**src/source/nes_loader_pkg.sv**
```systemverilog
// Shared constants for the iNES cartridge loader
// Address bases, header layout, mapper flag bit positions, loader states

package nes_loader_pkg;

	//////////////////////////////////////////////////////////////////////
	// Bus widths
	//////////////////////////////////////////////////////////////////////

	localparam int ROM_ADDR_W = 22;
	localparam int ROM_DATA_W = 8;
	localparam int FLAGS_W    = 32;
	localparam int PAGE_W     = 8;

	// Memory map of the cartridge image
	localparam logic [ROM_ADDR_W-1:0] PRG_BASE = 22'h000000;
	localparam logic [ROM_ADDR_W-1:0] CHR_BASE = 22'h200000;
	localparam int PRG_PAGE_SHIFT = 14;	// 16 KiB pages
	localparam int CHR_PAGE_SHIFT = 13;	// 8 KiB pages

	// iNES header
	localparam int HDR_LEN   = 16;
	localparam int HDR_IDX_W = $clog2(HDR_LEN);
	localparam logic [31:0] INES_MAGIC = 32'h4E45_531A;	// "NES" then 1A

	//////////////////////////////////////////////////////////////////////
	// Mapper flag word layout
	//////////////////////////////////////////////////////////////////////

	localparam int FLAG_MAPPER_LSB   = 0;
	localparam int FLAG_MAPPER_W     = 8;
	localparam int FLAG_PRG_SIZE_LSB = 8;
	localparam int FLAG_CHR_SIZE_LSB = 11;
	localparam int SIZE_CODE_W       = 3;
	localparam int FLAG_MIRROR       = 14;
	localparam int FLAG_CHR_RAM      = 15;
	localparam int FLAG_FOUR_SCREEN  = 16;
	localparam int FLAG_NES20_LSB    = 17;	// Raw NES 2.0 byte 8
	localparam int FLAG_BATTERY      = 25;
	localparam int FLAG_PRG_RAM_LSB  = 26;
	localparam int FLAG_PRG_RAM_W    = 4;
	localparam int FLAG_PIANO        = 30;
	localparam int FLAG_ZERO         = 31;

	// Five states need three bits
	typedef enum logic [2:0] {
		ST_IDLE,
		ST_LOAD_PRG,
		ST_LOAD_CHR,
		ST_DONE,
		ST_ERROR
	} loader_state_t;

endpackage

```
**src/source/ines_header_if.sv**
```systemverilog
// Parsed iNES header result, parser to stream loader
// Parser modport drives, loader modport samples

`timescale 1ns/1ps

interface ines_header_if;
	import nes_loader_pkg::*;

	logic              hdr_done;	// One cycle, after the last header byte
	logic              hdr_bad;	// Bad magic or trainer, valid with hdr_done
	logic [PAGE_W-1:0] prg_pages;
	logic [PAGE_W-1:0] chr_pages;

	modport parser (
		output hdr_done,
		output hdr_bad,
		output prg_pages,
		output chr_pages
	);

	modport loader (
		input hdr_done,
		input hdr_bad,
		input prg_pages,
		input chr_pages
	);

endinterface

```
**src/source/ines_header_parser.sv**
```systemverilog
// iNES header parser
// Collects the 16 header bytes, checks magic and trainer,
// builds the 32-bit mapper flag word

`timescale 1ns/1ps

module ines_header_parser (
	input  logic                                  clk,
	input  logic                                  reset_nes,
	input  logic [nes_loader_pkg::ROM_DATA_W-1:0] in_data,
	input  logic                                  in_strobe,
	input  logic                                  invert_mirroring,
	output logic [nes_loader_pkg::FLAGS_W-1:0]    mapper_flags,
	ines_header_if.parser                         hdr
);
	import nes_loader_pkg::*;

	logic [ROM_DATA_W-1:0] ines [HDR_LEN];	// Raw header bytes
	logic [HDR_IDX_W-1:0]  byte_cnt;
	logic                  hdr_full;
	logic                  hdr_done_r;

	logic                  is_nes20;
	logic                  is_dirty;
	logic                  piano;
	logic [FLAGS_W-1:0]    flags_word;

	// Page count to size code, 0 or 1 page is code 0
	function automatic logic [SIZE_CODE_W-1:0] size_code(input logic [PAGE_W-1:0] pages);
		logic [SIZE_CODE_W-1:0] code;
		if (pages <= 1)
			code = 3'd0;
		else if (pages <= 2)
			code = 3'd1;
		else if (pages <= 4)
			code = 3'd2;
		else if (pages <= 8)
			code = 3'd3;
		else if (pages <= 16)
			code = 3'd4;
		else if (pages <= 32)
			code = 3'd5;
		else if (pages <= 64)
			code = 3'd6;
		else
			code = 3'd7;
		return code;
	endfunction

	//////////////////////////////////////////////////////////////////////
	// Byte collection
	//////////////////////////////////////////////////////////////////////

	always_ff @(posedge clk) begin
		if (reset_nes) begin
			byte_cnt   <= '0;
			hdr_full   <= 1'b0;
			hdr_done_r <= 1'b0;
		end else begin
			hdr_done_r <= 1'b0;
			if (in_strobe && !hdr_full) begin
				byte_cnt <= byte_cnt + 1'b1;
				if (byte_cnt == HDR_IDX_W'(HDR_LEN - 1)) begin
					hdr_full   <= 1'b1;	// Payload bytes from here on
					hdr_done_r <= 1'b1;
				end
			end
		end
	end

	always_ff @(posedge clk) begin
		if (in_strobe && !hdr_full)
			ines[byte_cnt] <= in_data;
	end

	//////////////////////////////////////////////////////////////////////
	// Decode
	//////////////////////////////////////////////////////////////////////

	assign is_nes20 = (ines[7][3:2] == 2'b10);
	// Junk in bytes 9..15 of an old header spoils the upper mapper nibble
	assign is_dirty = !is_nes20 &&
		(|{ines[9], ines[10], ines[11], ines[12], ines[13], ines[14], ines[15]});
	assign piano    = is_nes20 && (ines[15][5:0] == 6'h19);

	always_comb begin
		flags_word = '0;
		flags_word[FLAG_MAPPER_LSB +: FLAG_MAPPER_W] =
			{(is_dirty ? 4'h0 : ines[7][7:4]), ines[6][7:4]};
		flags_word[FLAG_PRG_SIZE_LSB +: SIZE_CODE_W] = size_code(ines[4]);
		flags_word[FLAG_CHR_SIZE_LSB +: SIZE_CODE_W] = size_code(ines[5]);
		flags_word[FLAG_MIRROR]      = ines[6][0] ^ invert_mirroring;
		flags_word[FLAG_CHR_RAM]     = (ines[5] == '0);
		flags_word[FLAG_FOUR_SCREEN] = ines[6][3];
		flags_word[FLAG_NES20_LSB +: ROM_DATA_W] = is_nes20 ? ines[8] : '0;
		flags_word[FLAG_BATTERY]     = ines[6][1];
		flags_word[FLAG_PRG_RAM_LSB +: FLAG_PRG_RAM_W] = is_nes20 ? ines[10][3:0] : 4'h0;
		flags_word[FLAG_PIANO]       = piano;
		flags_word[FLAG_ZERO]        = 1'b0;
	end

	assign mapper_flags  = hdr_full ? flags_word : '0;	// Zero until header complete

	assign hdr.hdr_done  = hdr_done_r;
	assign hdr.hdr_bad   = ({ines[0], ines[1], ines[2], ines[3]} != INES_MAGIC) || ines[6][2];
	assign hdr.prg_pages = ines[4];
	assign hdr.chr_pages = ines[5];

	// Only one header per image
	a_single_hdr_done: assert property (@(posedge clk) disable iff (reset_nes)
		hdr.hdr_done |=> (!hdr.hdr_done until reset_nes))
		else $error("hdr_done seen twice without reset");

endmodule

```
**src/source/rom_stream_loader.sv**
```systemverilog
// PRG and CHR payload sequencer
// FSM turning each payload strobe into a memory write request

`timescale 1ns/1ps

module rom_stream_loader (
	input  logic                                  clk,
	input  logic                                  reset_nes,
	input  logic [nes_loader_pkg::ROM_DATA_W-1:0] in_data,
	input  logic                                  in_strobe,
	ines_header_if.loader                         hdr,
	output logic                                  wr_req,
	output logic [nes_loader_pkg::ROM_ADDR_W-1:0] wr_addr,
	output logic [nes_loader_pkg::ROM_DATA_W-1:0] wr_data,
	output logic                                  busy,
	output logic                                  done,
	output logic                                  error
);
	import nes_loader_pkg::*;

	loader_state_t         state;
	logic [ROM_ADDR_W-1:0] addr_cnt;
	logic [ROM_ADDR_W-1:0] bytes_left;
	logic [ROM_ADDR_W-1:0] prg_len;
	logic [ROM_ADDR_W-1:0] chr_len;
	logic                  loading;
	logic                  last_byte;

	assign prg_len   = ROM_ADDR_W'(hdr.prg_pages) << PRG_PAGE_SHIFT;
	assign chr_len   = ROM_ADDR_W'(hdr.chr_pages) << CHR_PAGE_SHIFT;
	assign loading   = (state == ST_LOAD_PRG) || (state == ST_LOAD_CHR);
	assign last_byte = (bytes_left == ROM_ADDR_W'(1));

	always_ff @(posedge clk) begin
		if (reset_nes) begin
			state      <= ST_IDLE;
			addr_cnt   <= PRG_BASE;
			bytes_left <= '0;
			wr_req     <= 1'b0;
			busy       <= 1'b0;
			done       <= 1'b0;
			error      <= 1'b0;
		end else begin
			wr_req <= 1'b0;
			case (state)
				ST_IDLE: begin
					if (hdr.hdr_done) begin
						if (hdr.hdr_bad) begin
							state <= ST_ERROR;
							done  <= 1'b1;
							error <= 1'b1;
						end else begin
							busy <= 1'b1;
							if (prg_len != '0) begin
								state      <= ST_LOAD_PRG;
								addr_cnt   <= PRG_BASE;
								bytes_left <= prg_len;
							end else if (chr_len != '0) begin
								state      <= ST_LOAD_CHR;	// No PRG at all
								addr_cnt   <= CHR_BASE;
								bytes_left <= chr_len;
							end else begin
								state <= ST_DONE;
							end
						end
					end
				end
				ST_LOAD_PRG, ST_LOAD_CHR: begin
					if (in_strobe) begin
						wr_req     <= 1'b1;
						addr_cnt   <= addr_cnt + 1'b1;
						bytes_left <= bytes_left - 1'b1;
						if (last_byte) begin
							// Switch bank on the last byte, no idle cycle
							if (state == ST_LOAD_PRG && chr_len != '0) begin
								state      <= ST_LOAD_CHR;
								addr_cnt   <= CHR_BASE;
								bytes_left <= chr_len;
							end else begin
								state <= ST_DONE;
							end
						end
					end
				end
				ST_DONE: begin
					busy <= 1'b0;
					done <= 1'b1;	// Held until reset
				end
				default: begin
					// Error is terminal, flags already set
				end
			endcase
		end
	end

	// Request payload
	always_ff @(posedge clk) begin
		if (loading && in_strobe) begin
			wr_addr <= addr_cnt;
			wr_data <= in_data;
		end
	end

	a_req_in_load: assert property (@(posedge clk) disable iff (reset_nes)
		wr_req |-> ($past(state) inside {ST_LOAD_PRG, ST_LOAD_CHR}))
		else $error("wr_req outside PRG or CHR load");

	// The host leaves a gap after the last header byte
	a_no_strobe_on_hdr: assert property (@(posedge clk) disable iff (reset_nes)
		hdr.hdr_done |-> !in_strobe)
		else $error("payload strobe in the hdr_done cycle");

endmodule

```
**src/source/loader_write_buffer.sv**
```systemverilog
// Single-entry write holding buffer
// Aligns a loader write to the memory slot and drives ioctl_wait

`timescale 1ns/1ps

module loader_write_buffer (
	input  logic                                  clk,
	input  logic                                  reset_nes,
	input  logic                                  wr_req,
	input  logic [nes_loader_pkg::ROM_ADDR_W-1:0] wr_addr,
	input  logic [nes_loader_pkg::ROM_DATA_W-1:0] wr_data,
	input  logic                                  mem_slot,
	output logic [nes_loader_pkg::ROM_ADDR_W-1:0] mem_addr,
	output logic [nes_loader_pkg::ROM_DATA_W-1:0] mem_data,
	output logic                                  mem_write,
	output logic                                  ioctl_wait
);
	import nes_loader_pkg::*;

	logic pending;	// A write waits for its slot

	//////////////////////////////////////////////////////////////////////
	// Pending flag and write strobe
	//////////////////////////////////////////////////////////////////////

	always_ff @(posedge clk) begin
		if (reset_nes) begin
			pending   <= 1'b0;
			mem_write <= 1'b0;
		end else begin
			mem_write <= 1'b0;
			if (wr_req) begin
				pending <= 1'b1;
			end else if (pending && mem_slot) begin
				mem_write <= 1'b1;	// Lands in the cycle after the slot
				pending   <= 1'b0;
			end
		end
	end

	// Held address and byte
	always_ff @(posedge clk) begin
		if (wr_req) begin
			mem_addr <= wr_addr;
			mem_data <= wr_data;
		end
	end

	// Host stalls for as long as a write is held
	assign ioctl_wait = pending;

	a_no_overrun: assert property (@(posedge clk) disable iff (reset_nes)
		pending |-> !wr_req)
		else $error("wr_req while a write is still pending");

endmodule

```
**src/source/nes_rom_loader.sv**
```systemverilog
// NES cartridge image loader, top level
// Header parser, payload sequencer and write buffer in a chain

`timescale 1ns/1ps

module nes_rom_loader (
	input  logic                                  clk,
	input  logic                                  reset_nes,
	input  logic                                  downloading,
	input  logic [nes_loader_pkg::ROM_DATA_W-1:0] in_data,
	input  logic                                  in_strobe,
	input  logic                                  invert_mirroring,
	input  logic                                  mem_slot,
	output logic [nes_loader_pkg::ROM_ADDR_W-1:0] mem_addr,
	output logic [nes_loader_pkg::ROM_DATA_W-1:0] mem_data,
	output logic                                  mem_write,
	output logic                                  ioctl_wait,
	output logic [nes_loader_pkg::FLAGS_W-1:0]    mapper_flags,
	output logic                                  busy,
	output logic                                  done,
	output logic                                  error
);
	import nes_loader_pkg::*;

	logic                  byte_strobe;
	logic                  wr_req;
	logic [ROM_ADDR_W-1:0] wr_addr;
	logic [ROM_DATA_W-1:0] wr_data;

	// Stray strobes outside a download are dropped
	assign byte_strobe = in_strobe && downloading;

	ines_header_if u_hdr_if ();

	ines_header_parser u_header_parser (
		.clk              (clk),
		.reset_nes        (reset_nes),
		.in_data          (in_data),
		.in_strobe        (byte_strobe),
		.invert_mirroring (invert_mirroring),
		.mapper_flags     (mapper_flags),
		.hdr              (u_hdr_if)
	);

	rom_stream_loader u_stream_loader (
		.clk       (clk),
		.reset_nes (reset_nes),
		.in_data   (in_data),
		.in_strobe (byte_strobe),
		.hdr       (u_hdr_if),
		.wr_req    (wr_req),
		.wr_addr   (wr_addr),
		.wr_data   (wr_data),
		.busy      (busy),
		.done      (done),
		.error     (error)
	);

	loader_write_buffer u_write_buffer (
		.clk        (clk),
		.reset_nes  (reset_nes),
		.wr_req     (wr_req),
		.wr_addr    (wr_addr),
		.wr_data    (wr_data),
		.mem_slot   (mem_slot),
		.mem_addr   (mem_addr),
		.mem_data   (mem_data),
		.mem_write  (mem_write),
		.ioctl_wait (ioctl_wait)
	);

endmodule

```
**config.mk**
```make
export PLATFORM = sky130hd
export DESIGN_NAME = nes_rom_loader
export DESIGN_NICKNAME = d
export VERILOG_FILES = /design/src/source/nes_loader_pkg.sv /design/src/source/ines_header_if.sv /design/src/source/ines_header_parser.sv /design/src/source/rom_stream_loader.sv /design/src/source/loader_write_buffer.sv /design/src/source/nes_rom_loader.sv
export SDC_FILE = /design/constraint.sdc
export NUM_CORES = 1
export LEC_CHECK = 0
export ABC_AREA = 1
export BUFFER_PORTS_ARGS = -buffer_cell sky130_fd_sc_hd__buf_4
export CORE_MARGIN = 5
export CORE_UTILIZATION = 54
export DETAILED_ROUTE_END_ITERATION = 16
export PLACE_DENSITY = 0.84
export SETUP_SLACK_MARGIN = 0.02
export SLEW_MARGIN = 20
export SYNTH_ARGS = -nofsm -noshare
export SYNTH_HDL_FRONTEND = slang
export SYNTH_SLANG_ARGS = --single-unit
```
**constraint.sdc**
```tcl
create_clock -name clk -period 2.4 [get_ports clk]
set_input_delay 0.12 -clock clk [delete_from_list [all_inputs] [get_ports clk]]
set_output_delay 0.12 -clock clk [all_outputs]
set_load 0.005 [all_outputs]
```
# Yosys cells after proc, flatten, opt, wreduce, memory -nomap -nowiden
# Memories as Yosys holds them, arrays and structs flattened.
# Index checks and enable logic that the tools add are counted.
classes:
  n_lt_le_gt_ge: 14
  bitwise_logic: 3
  eq_ne: 14
  reduce_logical: 29
  n_addsub: 3
  n_mux: 55
ops:
  columns: ["operator", "n"]
  rows:
  - ["$mux W22", 14]
  - ["$pmux W22 S2", 2]
  - ["$reduce_or A56 Y1", 1]
  - ["$mux W3", 17]
  - ["$reduce_bool A22 Y1", 2]
  - ["$ne A32 B31 Y1 const B", 1]
  - ["$mux W31", 1]
  - ["$add A22 B1 Y22 const B", 1]
  - ["$eq A22 B1 Y1 const B", 1]
  - ["$sub A22 B1 Y22 const B", 1]
  - ["$le A8 B1 Y1 const B", 2]
  - ["$le A8 B2 Y1 const B", 2]
  - ["$le A8 B3 Y1 const B", 2]
  - ["$le A8 B4 Y1 const B", 2]
  - ["$le A8 B5 Y1 const B", 2]
  - ["$le A8 B6 Y1 const B", 2]
  - ["$le A8 B7 Y1 const B", 2]
  - ["$mux W1", 15]
  - ["$reduce_and A3 Y1", 3]
  - ["$logic_not A8 Y1", 1]
  - ["$mux W4", 2]
  - ["$mux W8", 1]
  - ["$ne A2 B2 Y1 const B", 4]
  - ["$reduce_or A2 Y1", 4]
  - ["20 further kinds", 33]
totals:
  reg_bits: 119
  ramBits: 128
  elab_cells: 135
  output_inout_bits: 67
  inputBits: 14
  mem_count: 1
mem_list:
  columns: ["name", "words", "word_bits", "rd", "rd_clocked_by_memory_dff", "write_ports", "line", "text"]
  rows:
  - ["u_header_parser.ines", 16, 8, 16, 0, 1, "ines_header_parser.sv:18", "logic [ROM_DATA_W-1:0] ines [HDR_LEN];"]

# Depth between registers and ports, before layout
# An unclocked memory read counts as a cell.
depth:
  ltp_word: 10
  depth_mapped: 13
  mapped_depth_nobuf: 13

# Hierarchy
# Synthesis repeated with hierarchy kept, for this count alone.
hier_totals:
  hier_cells: 998
  hier_area_um2: 10323.7
by_module_without_submodules:
  columns: ["mod", "seq_area_each_um2", "n_inst", "cells_per_inst", "area_per_inst_um2"]
  rows:
  - ["ines_header_parser", 3903.7, 1, 382, 5031.1]
  - ["rom_stream_loader", 1921.8, 1, 576, 4310.4]
  - ["loader_write_buffer", 940.9, 1, 38, 974.7]
  - ["nes_rom_loader", 0.0, 1, 2, 7.5]

# Worst setup path after synthesis
# Ideal clock, no wire load.
synth_path:
  path_kind: "flip-flop to flip-flop"
  from: "register u_stream_loader.state[0]"
  to: "register u_stream_loader.wr_addr[0] (netlist bit), enable pin"
  setup_time_ns: 0.417
  slack_ns: -0.205
  synth_period_minus_slack_ns: 2.605
  path_stages_with_launch: 6
  path_buffers: 1
  arrival_time_ns: 2.188
  t_required_ns: 1.983
  path_cell_list: "dfxtp_1 > nor2_4 > inv_1 > nand2_1 > clkbuf_1 > nor2_1"
synth_between:
  elab_chain_cells: 3
  elab_cells_between_ends: 4
  cone_classes: "eq/ne: 2; reduce/logical: 2"
synth_rtl:
  columns: ["element", "line", "text"]
  rows:
  - ["start: declaration", "rom_stream_loader.sv:21", "loader_state_t state;"]
  - ["start signal: assignment", "rom_stream_loader.sv:36", "state <= ST_IDLE;"]
  - ["start signal: assignment", "rom_stream_loader.sv:49", "state <= ST_ERROR;"]
  - ["start signal: assignment", "rom_stream_loader.sv:55", "state <= ST_LOAD_PRG;"]
  - ["$eq A3 B1 Y1 / $eq A3 B2 Y1 (equally long branches)", "rom_stream_loader.sv:31", "assign loading = (state == ST_LOAD_PRG) || (state == ST_LOAD_CHR);"]
  - ["$logic_or A1 B1 Y1 (*)", "rom_stream_loader.sv:31", null]
  - ["$logic_and A1 B1 Y1 (*)", "rom_stream_loader.sv:98", "if (loading && in_strobe) begin"]
  - ["end signal: assignment", "rom_stream_loader.sv:99", "wr_addr <= addr_cnt;"]
  - ["end: declaration", "rom_stream_loader.sv:13", "output logic [nes_loader_pkg::ROM_ADDR_W-1:0] wr_addr,"]
# Mark *: on every way between the ends. The rest lies on a longest branch, timed or not.
# A chain may end at the register's enable or synchronous reset.

==> flow_metrics.env <==
export IMPL_syn_to_final_growth_pct=16.6
export IMPL_clk_path_buf_depth=3
export IMPL_die_y_um=151
export IMPL_nNetsFinal=1187
export IMPL_p_sw_mw=2.91
export IMPL_report_final_slew_viol_count=0
export IMPL_drt_iter0_markers=543
export IMPL_synth_compound_area_share_pct=7.50
export IMPL_worstSetupEndpointType="primary output"
export IMPL_synth_ff_type="edfxtp_1"
export IMPL_cts_buffers=24
export IMPL_wl_per_cell_um=16.0
export IMPL_switching_share_pct=27.8
export IMPL_path_cells="nor2_1 -> nand2_1 -> nor2_1 -> a31oi_1 -> nand2_1 -> nand2_1 -> a21oi_1 -> buf_4"
export IMPL_netlist_area_um2=10700
export IMPL_tightestPinTransition_ns=1.00
export IMPL_route_detailed_drc=0
export IMPL_wl_met1_um=10000
export IMPL_route_vias_total=7791
export IMPL_crit_type="reg2out"
export IMPL_antenna_found_initial=0
export IMPL_die_w_um=151
export IMPL_holdCritPathClass="in2reg"
export IMPL_syn_avg_cell_area_um2=10.1
export IMPL_ys_types=45
export IMPL_gp_congestion=0.914
export IMPL_synth_edff_count=186
export IMPL_pwr_share_clk_pct=35.5
export IMPL_intPower_mw=7.55
export IMPL_cts_tree="done"
export IMPL_ant_nets=0
export IMPL_core_area_um2=19500
export IMPL_min_period_ns=2.17
export IMPL_postCtsSetupBuffers=0
export IMPL_cts_sinks=245
export IMPL_fin_skew_ns=0.0100
export IMPL_pwr_share_seq_pct=46.4
export IMPL_max_vdd_ir_drop_uv=489
export IMPL_initial_core_util_pct=54.9
export IMPL_clk_pin_slew_ns=0.07
export IMPL_fin_util_pct=64.0
export IMPL_cts_max_level=1
export IMPL_cp_required_ns=2.28
export IMPL_die_area_um2=22800
export IMPL_min_from="downloading"
export IMPL_power_leakage_nw=4.93
export IMPL_netlist_top_cells_area="edfxtp_1, dfxtp_1, nand2_1"
export IMPL_fmax_mhz=461
export IMPL_wl_met3_um=1410
export IMPL_dp_hpwl_um=15200
export IMPL_synth_largest_area_cell="edfxtp_1"
export IMPL_seq_area_frac_synth_pct=63.1
export IMPL_io_pins=81
export IMPL_max_slew_margin_pct=33.0
export IMPL_tns_ns=0
export IMPL_yosysWarningCount=0
export IMPL_wl_met2_um=11300
export IMPL_r2r_end="u_stream_loader.addr_cnt[2]$_SDFFE_PP0P_"
export IMPL_combinationalPowerShare_pct=18.1
export IMPL_cp_common_cell="nand2_1"
export IMPL_overflow=0
export IMPL_grt_max_degree=37
export IMPL_outcome="complete, no violations"
export IMPL_hold_path_end="u_stream_loader.wr_req$_SDFF_PP0_"
export IMPL_r2r_start="u_header_parser.ines[5][5]$_DFFE_PP_"
export IMPL_synthSimpleGateAreaFrac_pct=21.5
export IMPL_num_antenna_cells=0
export IMPL_grt_first_pass_wirelength_um=37000
export IMPL_grt_pass1_vias=7387
export IMPL_synth_seq_cells=245
export IMPL_drt_total_wl_um=23100
export IMPL_critPathLaunchType="register"
export IMPL_synthMuxAreaShare_pct=0
export IMPL_p_per_area_nw_per_um2=836
export IMPL_grt_usage_pct=20.4
export IMPL_io_buffers=79
export IMPL_crit_fanout=5
export IMPL_firstDrtPassIters=5
export IMPL_finalHoldViolCount=0
export IMPL_r2r_slack_ns=0.26
export IMPL_routed_via_density=5.38
export IMPL_slowest_delay_ns=0.46
export IMPL_clk_latency_ns=0.52
export IMPL_period_share_pct=90.5
export IMPL_hold_path_depth=3
export IMPL_synth_cells=1058
export IMPL_synth_top_area_share_pct=52.1
export IMPL_worst_path_max_delay_cell="edfxtp_1"
export IMPL_synthAdderAreaFrac_pct=0.817
export IMPL_synth_most_common_cell="nand2_1"
export IMPL_fin_hold_ws_ns=0.0113
export IMPL_r2r_cells=9
export IMPL_syn_num_nets=1079
export IMPL_synth_top_family_by_area="simple AND/OR/NAND/NOR gates"
export IMPL_top_layer="met4"
export IMPL_synth_async_reset_ratio_pct=0
export IMPL_rows=51
export IMPL_finalSetupViolCount=0
export IMPL_layout_drive_gt1_share_pct=17.7
export IMPL_rsz0062_at_grt="false"
export IMPL_worst_endpoint_arrival_ns=2.05
export IMPL_synth_common_cells="nand2_1, edfxtp_1, nor2_1"
export IMPL_drv_cap=0
export IMPL_synthXorXnorAreaFrac_pct=0.817
export IMPL_cts_root_buffer="clkbuf_16"
-- layout make-up --
cell class                 instances  area (µm²)
clock buffer                      25         604
inverter                         126         473
fill                            1476        7030
multi-input combinational        662        3300
clock inverter                    19         185
timing repair buffer             107         838
sequential                       245        6770
tap                              265         332
-- power groups by stage --
stage               sequential (mW)  clock [mW]  combinational [mW]
CTS                            4.85        3.76                1.88
finish                         4.85        3.71                1.89
global placement               4.93           0                1.81
floorplan                      4.93           0                1.47
detailed placement             4.94           0                1.85
global route                   4.87        3.97                2.13
-- how the worst max path moves through the flow --
stage,from,to,slack (ns),cells past startpoint
floorplan,u_stream_loader.state[0]$_SDFFE_PP0P_,u_stream_loader.wr_addr[0]$_DFFE_PP_,0.29,5
global placement,u_header_parser.ines[5][5]$_DFFE_PP_,u_stream_loader.addr_cnt[2]$_SDFFE_PP0P_,0.37,9
detailed placement,u_header_parser.ines[5][5]$_DFFE_PP_,u_stream_loader.addr_cnt[16]$_SDFFE_PP0P_,0.31,8
CTS,u_header_parser.hdr_full$_SDFFE_PP0P_,mapper_flags[7],0.15,5
global route,u_header_parser.ines[15][2]$_DFFE_PP_,mapper_flags[5],0.04,7
finish,u_header_parser.ines[4][5]$_DFFE_PP_,mapper_flags[8],0.23,8
-- critical path: cells and delay by family (launching register included) --
family / cells / cell delay (ns)
AND/OR/NAND/NOR: 5 / 0.63
AO/OA/AOI/OAI: 2 / 0.29
buffers and inverters: 1 / 0.15
flip-flops: 1 / 0.46
-- stage by stage --
| stage | area, µm² | worst slack (ns) | total power [mW] | cells |
|---|---|---|---|---|
| 6_report | 12500 | 0.228 | 10.5 | 1449 |
| 5_1_grt | 12500 | 0.0351 | 11.0 | 1449 |
| 3_3_place_gp | 11600 | 0.368 | 6.74 | 1396 |
| 2_1_floorplan | 10700 | 0.289 | 6.40 | 1058 |
| 4_1_cts | 12500 | 0.155 | 10.5 | 1449 |
| 3_5_place_dp | 11600 | 0.307 | 6.79 | 1396 |
-- cells by family after synthesis --
kind of cell	Yosys count
other	1
flip-flops	245
buffers and inverters	151
AND/OR/NAND/NOR	518
AO/OA/AOI/OAI	126
XOR/XNOR	10
adder cells (fa/ha/maj)	7
-- metal layers --
metal	global-route usage, %	up-vias
met5	0	-
met4	6.30	0
met3	3.14	41
met2	34.9	289
met1	27.1	3713
li1	-	3748
-- state kept, by name (all words and copies together) (netlist names), 3 cells and up --
register,count
u_stream_loader.addr_cnt,22
u_stream_loader.wr_data,8
u_write_buffer.mem_data,8
u_header_parser.byte_cnt,4
u_stream_loader.state,3
u_stream_loader.wr_addr,22
u_stream_loader.bytes_left,22
u_write_buffer.mem_addr,22
u_header_parser.ines,126
-- what timing repair did --
| action | 4_1_cts | 5_1_grt |
|---|---|---|
| hold buffers | 9 | 0 |
| setup endpoints to repair | 3 | 4 |
| resized for setup | 1 | 4 |
| endpoints found under the hold margin | 130 | 0 |
-- placed cells by master, fill, tap and decap left out, types with 3 or more instances in the layout --
cell / Yosys / routed
nand2_1: 197 / 196
edfxtp_1: 186 / 186
nor2_1: 183 / 182
inv_1: 122 / 122
buf_4: 1 / 97
dfxtp_1: 59 / 58
o21ai_0: 42 / 42
nand3_1: 42 / 42
a21oi_1: 30 / 30
a21oi_2: 26 / 26
clkbuf_16: 0 / 24
nand2_2: 22 / 23
nor4_1: 16 / 16
nand4_1: 15 / 15
nor3_1: 12 / 11
nand3b_1: 11 / 11
o21bai_1: 9 / 9
dlygate4sd3_1: 0 / 9
clkinv_1: 1 / 7
nor2_4: 7 / 7
xor2_1: 7 / 7
ha_1: 7 / 7
nor2_2: 4 / 5
clkinv_2: 0 / 5
a31oi_1: 4 / 4
inv_2: 3 / 3
xnor2_1: 3 / 3
bufinv_16: 0 / 3
clkinvlp_4: 0 / 3
(Power assumes the default switching activity.)
